===== src/rtl/openadc_pkg.sv =====
package openadc_pkg;

   localparam int ADC_WIDTH     = 12;
   localparam int GAIN_WIDTH    = 8;
   localparam int LED_SEL_WIDTH = 2;

   // register map, byte wide bus
   localparam logic [7:0] ADDR_GAIN       = 8'h00;
   localparam logic [7:0] ADDR_SETTINGS   = 8'h01;
   localparam logic [7:0] ADDR_STATUS     = 8'h02;
   localparam logic [7:0] ADDR_TRIG_LEVEL = 8'h03; // two bytes, low first

   // settings byte fields
   localparam int SET_ARM_BIT    = 0; // write-only strobe
   localparam int SET_SOURCE_BIT = 1; // 1 = adc pins, 0 = ramp
   localparam int SET_LED_LSB    = 2;

   // led modes
   localparam logic [LED_SEL_WIDTH-1:0] LED_STATUS    = 2'b00;
   localparam logic [LED_SEL_WIDTH-1:0] LED_HEARTBEAT = 2'b01;
   localparam logic [LED_SEL_WIDTH-1:0] LED_OFF_A     = 2'b10;
   localparam logic [LED_SEL_WIDTH-1:0] LED_OFF_B     = 2'b11;

   typedef logic [ADC_WIDTH-1:0] adc_sample_t;

   typedef struct packed {
      logic [GAIN_WIDTH-1:0]    gain;
      adc_sample_t              trig_level; // bit 11 picks above/below
      logic                     adc_source;
      logic [LED_SEL_WIDTH-1:0] led_select;
   } adc_cfg_t;

   typedef struct packed {
      logic armed;
      logic triggered;
   } trig_status_t;

endpackage


===== src/rtl/openadc_regs.sv =====
`timescale 1ns/1ps

module openadc_regs #(
   parameter int BYTECNT_SIZE = 7
) (
   input  logic                         clk_usb,
   input  logic                         reset,
   input  logic [7:0]                   reg_address_i,
   input  logic [BYTECNT_SIZE-1:0]      reg_bytecnt_i,
   input  logic [7:0]                   reg_datai_i,
   input  logic                         reg_write_i,
   input  logic                         reg_read_i,
   output logic [7:0]                   reg_datao_o,
   input  openadc_pkg::trig_status_t    status_i,
   output openadc_pkg::adc_cfg_t        cfg_o,
   output logic                         arm_cmd_o
);

   localparam int LVL_HI_BITS = openadc_pkg::ADC_WIDTH - 8;

   openadc_pkg::adc_cfg_t cfg_r;
   logic [7:0]            read_data;
   logic                  byte0;
   logic                  byte1;

   assign byte0 = (reg_bytecnt_i == '0);
   assign byte1 = (reg_bytecnt_i == BYTECNT_SIZE'(1));

   // write decode
   always_ff @(posedge clk_usb) begin
      if (reset) begin
         cfg_r     <= '0;
         arm_cmd_o <= 1'b0;
      end else begin
         arm_cmd_o <= 1'b0;
         if (reg_write_i) begin
            case (reg_address_i)
               openadc_pkg::ADDR_GAIN: begin
                  if (byte0)
                     cfg_r.gain <= reg_datai_i[openadc_pkg::GAIN_WIDTH-1:0];
               end
               openadc_pkg::ADDR_TRIG_LEVEL: begin
                  if (byte0)
                     cfg_r.trig_level[7:0] <= reg_datai_i;
                  else if (byte1)
                     cfg_r.trig_level[openadc_pkg::ADC_WIDTH-1:8] <=
                        reg_datai_i[LVL_HI_BITS-1:0]; // upper nibble ignored
               end
               openadc_pkg::ADDR_SETTINGS: begin
                  if (byte0) begin
                     arm_cmd_o        <= reg_datai_i[openadc_pkg::SET_ARM_BIT];
                     cfg_r.adc_source <= reg_datai_i[openadc_pkg::SET_SOURCE_BIT];
                     cfg_r.led_select <= reg_datai_i[openadc_pkg::SET_LED_LSB +:
                                                     openadc_pkg::LED_SEL_WIDTH];
                  end
               end
               default: ;
            endcase
         end
      end
   end

   // read mux
   always_comb begin
      read_data = 8'h00;
      case (reg_address_i)
         openadc_pkg::ADDR_GAIN: begin
            if (byte0)
               read_data[openadc_pkg::GAIN_WIDTH-1:0] = cfg_r.gain;
         end
         openadc_pkg::ADDR_TRIG_LEVEL: begin
            if (byte0)
               read_data = cfg_r.trig_level[7:0];
            else if (byte1)
               read_data[LVL_HI_BITS-1:0] = cfg_r.trig_level[openadc_pkg::ADC_WIDTH-1:8];
         end
         openadc_pkg::ADDR_SETTINGS: begin
            if (byte0) begin
               read_data[openadc_pkg::SET_SOURCE_BIT] = cfg_r.adc_source;
               read_data[openadc_pkg::SET_LED_LSB +: openadc_pkg::LED_SEL_WIDTH] =
                  cfg_r.led_select;
            end
         end
         openadc_pkg::ADDR_STATUS: begin
            if (byte0) begin
               read_data[0] = status_i.armed;
               read_data[1] = status_i.triggered;
            end
         end
         default: ;
      endcase
   end

   always_ff @(posedge clk_usb) begin
      if (reset)
         reg_datao_o <= 8'h00;
      else if (reg_read_i)
         reg_datao_o <= read_data;
      else
         reg_datao_o <= 8'h00; // bus idles at zero
   end

   assign cfg_o = cfg_r;

endmodule


===== src/rtl/adc_level_trigger.sv =====
`timescale 1ns/1ps

module adc_level_trigger (
   input  logic                         clk_usb,
   input  logic                         reset,
   input  openadc_pkg::adc_sample_t     adc_data_i,
   input  openadc_pkg::adc_cfg_t        cfg_i,
   input  logic                         arm_cmd_i,
   output logic                         trigger_adc_o,
   output openadc_pkg::trig_status_t    status_o
);

   openadc_pkg::adc_sample_t ramp;
   openadc_pkg::adc_sample_t sample_s1;
   openadc_pkg::adc_sample_t sample_s2;
   logic                     armed;
   logic                     armed_d;
   logic                     triggered;
   logic                     level_hit;
   logic                     fire;

   // test pattern, wraps freely
   always_ff @(posedge clk_usb) begin
      if (reset)
         ramp <= '0;
      else
         ramp <= ramp + 1'b1;
   end

   always_ff @(posedge clk_usb) begin
      sample_s1 <= cfg_i.adc_source ? adc_data_i : ramp;
      sample_s2 <= sample_s1;
   end

   // msb of the level selects the direction of the test
   assign level_hit = cfg_i.trig_level[openadc_pkg::ADC_WIDTH-1] ?
                      (sample_s2 > cfg_i.trig_level) :
                      (sample_s2 < cfg_i.trig_level);

   // armed_d keeps samples from before the arm out of the compare
   assign fire = armed && armed_d && level_hit;

   always_ff @(posedge clk_usb) begin
      if (reset) begin
         armed         <= 1'b0;
         armed_d       <= 1'b0;
         triggered     <= 1'b0;
         trigger_adc_o <= 1'b0;
      end else begin
         armed_d       <= armed;
         trigger_adc_o <= fire;
         if (fire) begin
            armed     <= 1'b0; // single shot
            triggered <= 1'b1;
         end else if (arm_cmd_i && !armed) begin
            armed     <= 1'b1;
            triggered <= 1'b0;
         end
      end
   end

   assign status_o.armed     = armed;
   assign status_o.triggered = triggered;

endmodule


===== src/rtl/board_outputs.sv =====
`timescale 1ns/1ps

module board_outputs #(
   parameter int HB_WIDTH = 26
) (
   input  logic                         clk_usb,
   input  logic                         reset,
   input  openadc_pkg::adc_cfg_t        cfg_i,
   input  openadc_pkg::trig_status_t    status_i,
   output logic                         freq_measure_o,
   output logic                         led_armed_o,
   output logic                         led_capture_o,
   output logic                         amp_gain_o
);

   logic [HB_WIDTH-1:0]               hb_timer;
   logic                              hb_tap_r;
   logic [openadc_pkg::GAIN_WIDTH:0]  pwm_acc;

   // heartbeat and rising edge of the measure tap
   always_ff @(posedge clk_usb) begin
      if (reset) begin
         hb_timer       <= '0;
         hb_tap_r       <= 1'b0;
         freq_measure_o <= 1'b0;
      end else begin
         hb_timer       <= hb_timer + 1'b1;
         hb_tap_r       <= hb_timer[HB_WIDTH-4];
         freq_measure_o <= hb_timer[HB_WIDTH-4] && !hb_tap_r;
      end
   end

   always_comb begin
      case (cfg_i.led_select)
         openadc_pkg::LED_STATUS: begin
            led_armed_o   = status_i.armed;
            led_capture_o = status_i.triggered;
         end
         openadc_pkg::LED_HEARTBEAT: begin
            led_armed_o   = hb_timer[HB_WIDTH-2];
            led_capture_o = !hb_timer[HB_WIDTH-2];
         end
         openadc_pkg::LED_OFF_A,
         openadc_pkg::LED_OFF_B: begin
            led_armed_o   = 1'b0;
            led_capture_o = 1'b0;
         end
         default: begin
            led_armed_o   = 1'b0;
            led_capture_o = 1'b0;
         end
      endcase
   end

   // carry out is high gain times per 256
   always_ff @(posedge clk_usb) begin
      if (reset)
         pwm_acc <= '0;
      else
         pwm_acc <= {1'b0, pwm_acc[openadc_pkg::GAIN_WIDTH-1:0]} + cfg_i.gain;
   end

   assign amp_gain_o = pwm_acc[openadc_pkg::GAIN_WIDTH];

endmodule


===== src/rtl/openadc_top.sv =====
`timescale 1ns/1ps

module openadc_top #(
   parameter int BYTECNT_SIZE = 7,
   parameter int HB_WIDTH     = 26
) (
   input  logic                         clk_usb,
   input  logic                         reset,

   // register bus
   input  logic [7:0]                   reg_address_i,
   input  logic [BYTECNT_SIZE-1:0]      reg_bytecnt_i,
   input  logic [7:0]                   reg_datai_i,
   input  logic                         reg_write_i,
   input  logic                         reg_read_i,
   output logic [7:0]                   reg_datao_o,

   input  openadc_pkg::adc_sample_t     adc_data_i,
   output logic                         trigger_adc_o,
   output logic                         armed_o,
   output logic                         freq_measure_o,
   output logic                         led_armed_o,
   output logic                         led_capture_o,
   output logic                         amp_gain_o
);

   openadc_pkg::adc_cfg_t     cfg;
   openadc_pkg::trig_status_t status;
   logic                      arm_cmd;

   openadc_regs #(
      .BYTECNT_SIZE   (BYTECNT_SIZE)
   ) u_regs (
      .clk_usb        (clk_usb),
      .reset          (reset),
      .reg_address_i  (reg_address_i),
      .reg_bytecnt_i  (reg_bytecnt_i),
      .reg_datai_i    (reg_datai_i),
      .reg_write_i    (reg_write_i),
      .reg_read_i     (reg_read_i),
      .reg_datao_o    (reg_datao_o),
      .status_i       (status),
      .cfg_o          (cfg),
      .arm_cmd_o      (arm_cmd)
   );

   adc_level_trigger u_trigger (
      .clk_usb        (clk_usb),
      .reset          (reset),
      .adc_data_i     (adc_data_i),
      .cfg_i          (cfg),
      .arm_cmd_i      (arm_cmd),
      .trigger_adc_o  (trigger_adc_o),
      .status_o       (status)
   );

   board_outputs #(
      .HB_WIDTH       (HB_WIDTH)
   ) u_outputs (
      .clk_usb        (clk_usb),
      .reset          (reset),
      .cfg_i          (cfg),
      .status_i       (status),
      .freq_measure_o (freq_measure_o),
      .led_armed_o    (led_armed_o),
      .led_capture_o  (led_capture_o),
      .amp_gain_o     (amp_gain_o)
   );

   assign armed_o = status.armed;

endmodule


===== config.mk =====
export PLATFORM = sky130hd
export DESIGN_NAME = openadc_top
export DESIGN_NICKNAME = d
export VERILOG_FILES = /design/src/rtl/openadc_pkg.sv /design/src/rtl/openadc_regs.sv /design/src/rtl/adc_level_trigger.sv /design/src/rtl/board_outputs.sv /design/src/rtl/openadc_top.sv
export SDC_FILE = /design/constraint.sdc
export NUM_CORES = 1
export LEC_CHECK = 0
export ABC_AREA = 1
export BUFFER_PORTS_ARGS = -buffer_cell sky130_fd_sc_hd__buf_2
export CORE_MARGIN = 5
export CORE_UTILIZATION = 52
export CTS_CLUSTER_DIAMETER = 80
export DETAILED_ROUTE_END_ITERATION = 8
export PLACE_DENSITY = 0.81
export SYNTH_ARGS = -nofsm -noshare
export SYNTH_HDL_FRONTEND = slang
export SYNTH_SLANG_ARGS = --single-unit

===== constraint.sdc =====
create_clock -name clk_usb -period 1.6 [get_ports clk_usb]
set_clock_uncertainty 0.15 [all_clocks]
set_input_delay 0.16 -clock clk_usb [delete_from_list [all_inputs] [get_ports clk_usb]]
set_output_delay 0.16 -clock clk_usb [all_outputs]
set_load 0.02 [all_outputs]

* After elaboration in Yosys (flattened, before gate mapping)
Index checks and enable logic that the tools add are counted.
** Storage, ports and cells
- Register bits after elaboration :: 109
- Input bits :: 39
- Output and inout port bits :: 14
- Logic and storage cells :: 69
** Cells by class
- Add/sub/neg operators :: 3
- Order comparisons :: 2
- Equality and inequality tests :: 7
- Multiplexer cells :: 16
- Bitwise operators :: 4
- Reduce and logical (&&, ||, !) cells :: 19
** Operator list (count)
- adder 26 x 1 -> 26 bit, second input constant :: 1
- == test 8 x 2 -> 1 bit, second input constant :: 2
- adder 12 x 1 -> 12 bit, second input constant :: 1
- > comparator 12 bit :: 1
- < comparator 12 bit :: 1
- 2-to-1 mux 12 bit :: 1
- 2-to-1 mux 4 bit :: 3
- adder 8 x 8 -> 9 bit :: 1
- one-hot mux 1 bit (3 select lines) :: 3
- AND reduction 3 bit :: 3
- == test 8 x 1 -> 1 bit, second input constant :: 1
- zero test 8 bit :: 1
- 2-to-1 mux 8 bit :: 1
- one-hot mux 4 bit (2 select lines) :: 1
- == test 7 x 1 -> 1 bit, second input constant :: 1
- zero test 7 bit :: 1
- one-hot mux 2 bit (3 select lines) :: 1
- OR reduction 2 bit :: 3
- == test 2 bit, second input constant :: 2
- logical AND 1 bit :: 4
- NOT 1 bit :: 4
- one-hot mux 1 bit (4 select lines) :: 1
- AND reduction 4 bit :: 1
- OR reduction 4 bit :: 1
- other kinds (7) :: 11

* Longest topological paths before layout
- Depth in word-level cells :: 4
- Depth in mapped cells :: 13
- Depth with buffers taken out :: 13

* Modules after synthesis
A second synthesis with hierarchy kept.
** Unflattened totals
- Cells, all modules :: 704
- Area, all modules :: 5211.2 sq um
** By module, submodules not included
- board_outputs :: instances 1, cells an instance 273, area an instance 1941.9 sq um
- adc_level_trigger :: instances 1, cells an instance 193, area an instance 1640.3 sq um
- openadc_regs :: instances 1, cells an instance 238, area an instance 1629.1 sq um

* Worst setup path after synthesis
OpenSTA, ideal clock, no wires.
- Path type :: register to register
- Start :: register u_regs.cfg_r, in the netlist u_regs.cfg_o[15]
- End :: register u_outputs.pwm_acc[6] in the netlist's numbering
- Setup time :: 0.113 ns
- Arrival :: 1.395 ns
- Setup slack :: -0.058 ns
- Cell stages (with the launch flop) :: 12
- Path buffers :: 0
- Clock period less this slack :: 1.658 ns
- Cells stage by stage :: dfxtp_1 ha_1 inv_1 fa_1 inv_1 nand3_1 nand2_1 nand2_1 nand2_1 a21oi_1 nor2_1 nor2_1
** On the way
- Word-level cells in the longest chain between the ends :: 1
** RTL lines
- start, declared :: line openadc_regs.sv:21 : openadc_pkg::adc_cfg_t cfg_r;
- adder 8 x 8 -> 9 bit :: line board_outputs.sv:60 : pwm_acc <= {1'b0, pwm_acc[openadc_pkg::GAIN_WIDTH-1:0]} + cfg_i.gain;
- end signal, assigned :: line board_outputs.sv:60
- end, declared :: line board_outputs.sv:18 : logic [openadc_pkg::GAIN_WIDTH:0] pwm_acc;
Every way passes these cells.
A chain may end at the register's enable or synchronous reset.

* Worst setup path after layout
- Start :: register u_regs.cfg_r, in the netlist u_regs.cfg_o[4]
- End :: register u_trigger.triggered
** On the way
- Word-level cells in the longest chain between the ends :: 4
** RTL lines
- < comparator 12 bit or > comparator 12 bit (tied branches) :: line adc_level_trigger.sv:38, adc_level_trigger.sv:37
- 2-to-1 mux 1 bit * :: line adc_level_trigger.sv:36 : assign level_hit = cfg_i.trig_level[openadc_pkg::ADC_WIDTH-1] ?
- logical AND 1 bit * :: line adc_level_trigger.sv:41 : assign fire = armed && armed_d && level_hit;
- 2-to-1 mux 1 bit or nonzero test 2 bit (tied branches)
- end signal, assigned :: line adc_level_trigger.sv:47 : triggered <= 1'b0;
- end signal, assigned :: line adc_level_trigger.sv:54 : triggered <= 1'b1;
- end signal, assigned :: line adc_level_trigger.sv:57 : triggered <= 1'b0;
- end, declared :: line adc_level_trigger.sv:18 : logic triggered;
Every way passes the cells marked *; elsewhere a longest branch is shown, timed or not.

==> results.ini <==
[placement]
port_buffers=52
globalplace.congestion=0.869
dp_hpwl_um=8390

[grt]
grt_pass1_vias=4521
grt_use_met3=0.0431
top_usage_layer=met2
antenna_found_initial=0
grt_pass1_wl_um=20200
grt_overflow=0
grt_usage=0.221
grt_max_degree=48
grtUsageMet1=0.252
grt_util_met2=0.407

[power_and_ir_drop]
p_leak_nw=2.91
p_int_mw=3.60
p_sw_frac=0.249
ir_drop_v=0.000505
seqPwrFrac=0.570
combPwrFrac=0.063
pwr-share-clk=0.367
p_switching_mw=1.19
power_density_nw_per_um2=722

[floorplan]
coreArea_um2=9150
rows=35
die_w_um=106
ios=53
die_h_um=106
die-area_um2=11300
start_util=0.529

[clock_network]
clock_sinks=108
cts_made_buffers=9
cts_tree=built
insertion_delay_ps=380
htreeDepth=3
root_buffer=clkbuf_8
cts.reportedPaths.clkPinSlew_ps=110
clk_path_buf_depth=2

[timing]
worst_pin_slew_ps=407
worst_slack_ps=-192
max_freq_ghz=0.558
maxSlewHeadroom=0.728
finalCritPeriodShare=1.12
fin_crit_ps=1790
setup_tns_ps=-641
setup_viol=7
rsz0062_at_grt=true
finalHoldViolCount=0
maxSlewViolCount=0

[worst_setup_path]
cpLargestDelayFamily=simple AND/OR/NAND/NOR gates
crit_buf_inv=1
worstSetupPathType=register to register
crit_required_ps=1770
worst_path_most_repeated_cell=nand2_1
path_cells=inv_1, ha_4, nand2_1, nand2_1, nand2_1, nand2_1, nand2_2, nand3_4, a21oi_4, nand3_2, nand2_1
path_max_fanout=2
cp.arrival_ps=1970
end_kind=register
slowest_delay_ps=340
cp_slowest_cell=dfxtp_2
start_kind=register

[synthesis]
netlist_instances=660
yosysWarningCount=0
synth_top_area_frac=0.447
syn_nets=722
synth_area_leader_cell=dfxtp_1
synth.top_cells.by_count=nand2_1 (158), dfxtp_1 (108), inv_1 (96)
yosysSeqAreaShare=0.447
yosys-top-cells-area=dfxtp_1 (45%), nand2_1 (12%), inv_1 (7.4%)
synth_most_common_cell=nand2_1
synthArstFlopShare=0
synth.cell_area_um2=4840
ys_ff_latch=108
synthFlopType=dfxtp_1
synth_edf_count=0
synth.avg_cell_area_um2=7.33
ys_types=38

[cells_and_area]
final_util=0.725
drive_gt1_frac=0.345
n_antenna_cell=0
fin_nets=855
area_growth_pct=37.0

[route]
detail_route.vias_per_cell=5.43
post_drt_wl_per_cell_um=15.9
drt_iter0_markers=349
vias=4940
ant_nets=0
drc=0
wl_um=14500
first_pass_iters=6

[run]
cap_violations=0

[run_status]
violations=negative setup slack
status=finished, violations left

[hold_path]
holdCritPathClass=input port to register

## timing repair
item,4_1_cts,5_1_grt
setup endpoints to repair,17,28
pin swaps,12,37
hold endpoints to repair,30,0
buffers inserted,3,13
gates cloned,0,0
hold buffers,21,0
gates resized for setup,29,115
## cells in the final DEF, fill, tap and decap left out, types with 9 or more instances in the layout
cell type,n
nand4_1,10
nor2_4,9
nand2_1,138
inv_2,23
inv_1,76
nor3_1,16
dfxtp_2,29
dfxtp_1,79
buf_2,50
buf_4,60
a21oi_1,52
o21ai_0,38
nand3_1,18
a21oi_2,10
nor2_1,49
ha_4,15
nand2_2,15
clkbuf_8,9
dlygate4sd3_1,21
## metal layers
metal / vias to the layer above / routed length, µm
li1: 2390 / -
met1: 2288 / 5640
met2: 210 / 7490
met3: 52 / 782
met4: 0 / 571
met5: - / 0
## layout make-up
type	instances	area, µm²
clock inverter	7	82.6
inverter	99	372
clock buffer	9	124
fill	606	2520
timing repair buffer	133	942
tap	111	139
multi-input combinational	442	2780
sequential	108	2200
## metrics by stage
stage / worst slack [ps] / area, µm² / hold slack [ps] / total power, mW / cells
2_1_floorplan: 8.31 / 4880 / 120 / 2.89 / 660
3_3_place_gp: -48.8 / 5570 / 160 / 2.99 / 856
3_5_place_dp: -89.7 / 5570 / 162 / 3.00 / 856
4_1_cts: -43.1 / 6130 / 26.6 / 4.74 / 896
5_1_grt: -257 / 6630 / 68.0 / 4.94 / 909
6_report: -192 / 6630 / 23.7 / 4.79 / 909
## state kept, by name, indices dropped and copies added (netlist names), 8 cells and up
register	count
u_trigger.ramp	12
u_trigger.sample_s2	12
u_outputs.pwm_acc	9
u_regs.cfg_o	23
u_outputs.hb_timer	25
u_regs.reg_datao_o	8
u_trigger.sample_s1	12
## worst paths after layout
kind	startpoint	end	slack, ps	depth (start not counted)
max	u_regs.cfg_o[4]$_SDFFE_PP0P_	u_trigger.triggered$_SDFFE_PP0P_	-190	11
min	reset	u_regs.reg_datao_o[1]$_SDFF_PP0_	20	4
max reg2reg	u_regs.cfg_o[4]$_SDFFE_PP0P_	u_trigger.triggered$_SDFFE_PP0P_	-190	11
min reg2reg	u_trigger.sample_s1[0]$_DFF_P_	u_trigger.sample_s2[0]$_DFF_P_	190	0
## worst reg2reg max path: cells and delay by family (launching register included)
family	cells	cell delay, ps
simple gates	8	680
fa+ha+maj	1	220
buf+inv	1	130
compound gates	1	210
flops	1	340
## power by group through the flow
stage | clock, mW | combinational (mW) | sequential [mW]
after global placement | 0 | 0.205 | 2.78
final | 1.76 | 0.301 | 2.73
after global routing | 1.88 | 0.325 | 2.73
after CTS | 1.76 | 0.257 | 2.72
after detailed placement | 0 | 0.214 | 2.79
after floorplan | 0 | 0.112 | 2.78
## cells by family (layout without fill, tap and decap cells)
group | Yosys count | count (layout) | synth area share
buffers and inverters | 110 | 248 | 0.0871
AO/OA/AOI/OAI | 117 | 117 | 0.127
XOR/XNOR | 2 | 2 | 0.00362
adder cells (fa/ha/maj) | 23 | 23 | 0.0610
AND/OR/NAND/NOR | 300 | 300 | 0.275
flip-flops | 108 | 108 | 0.447
No activity file was read; power rests on OpenSTA's default activity.
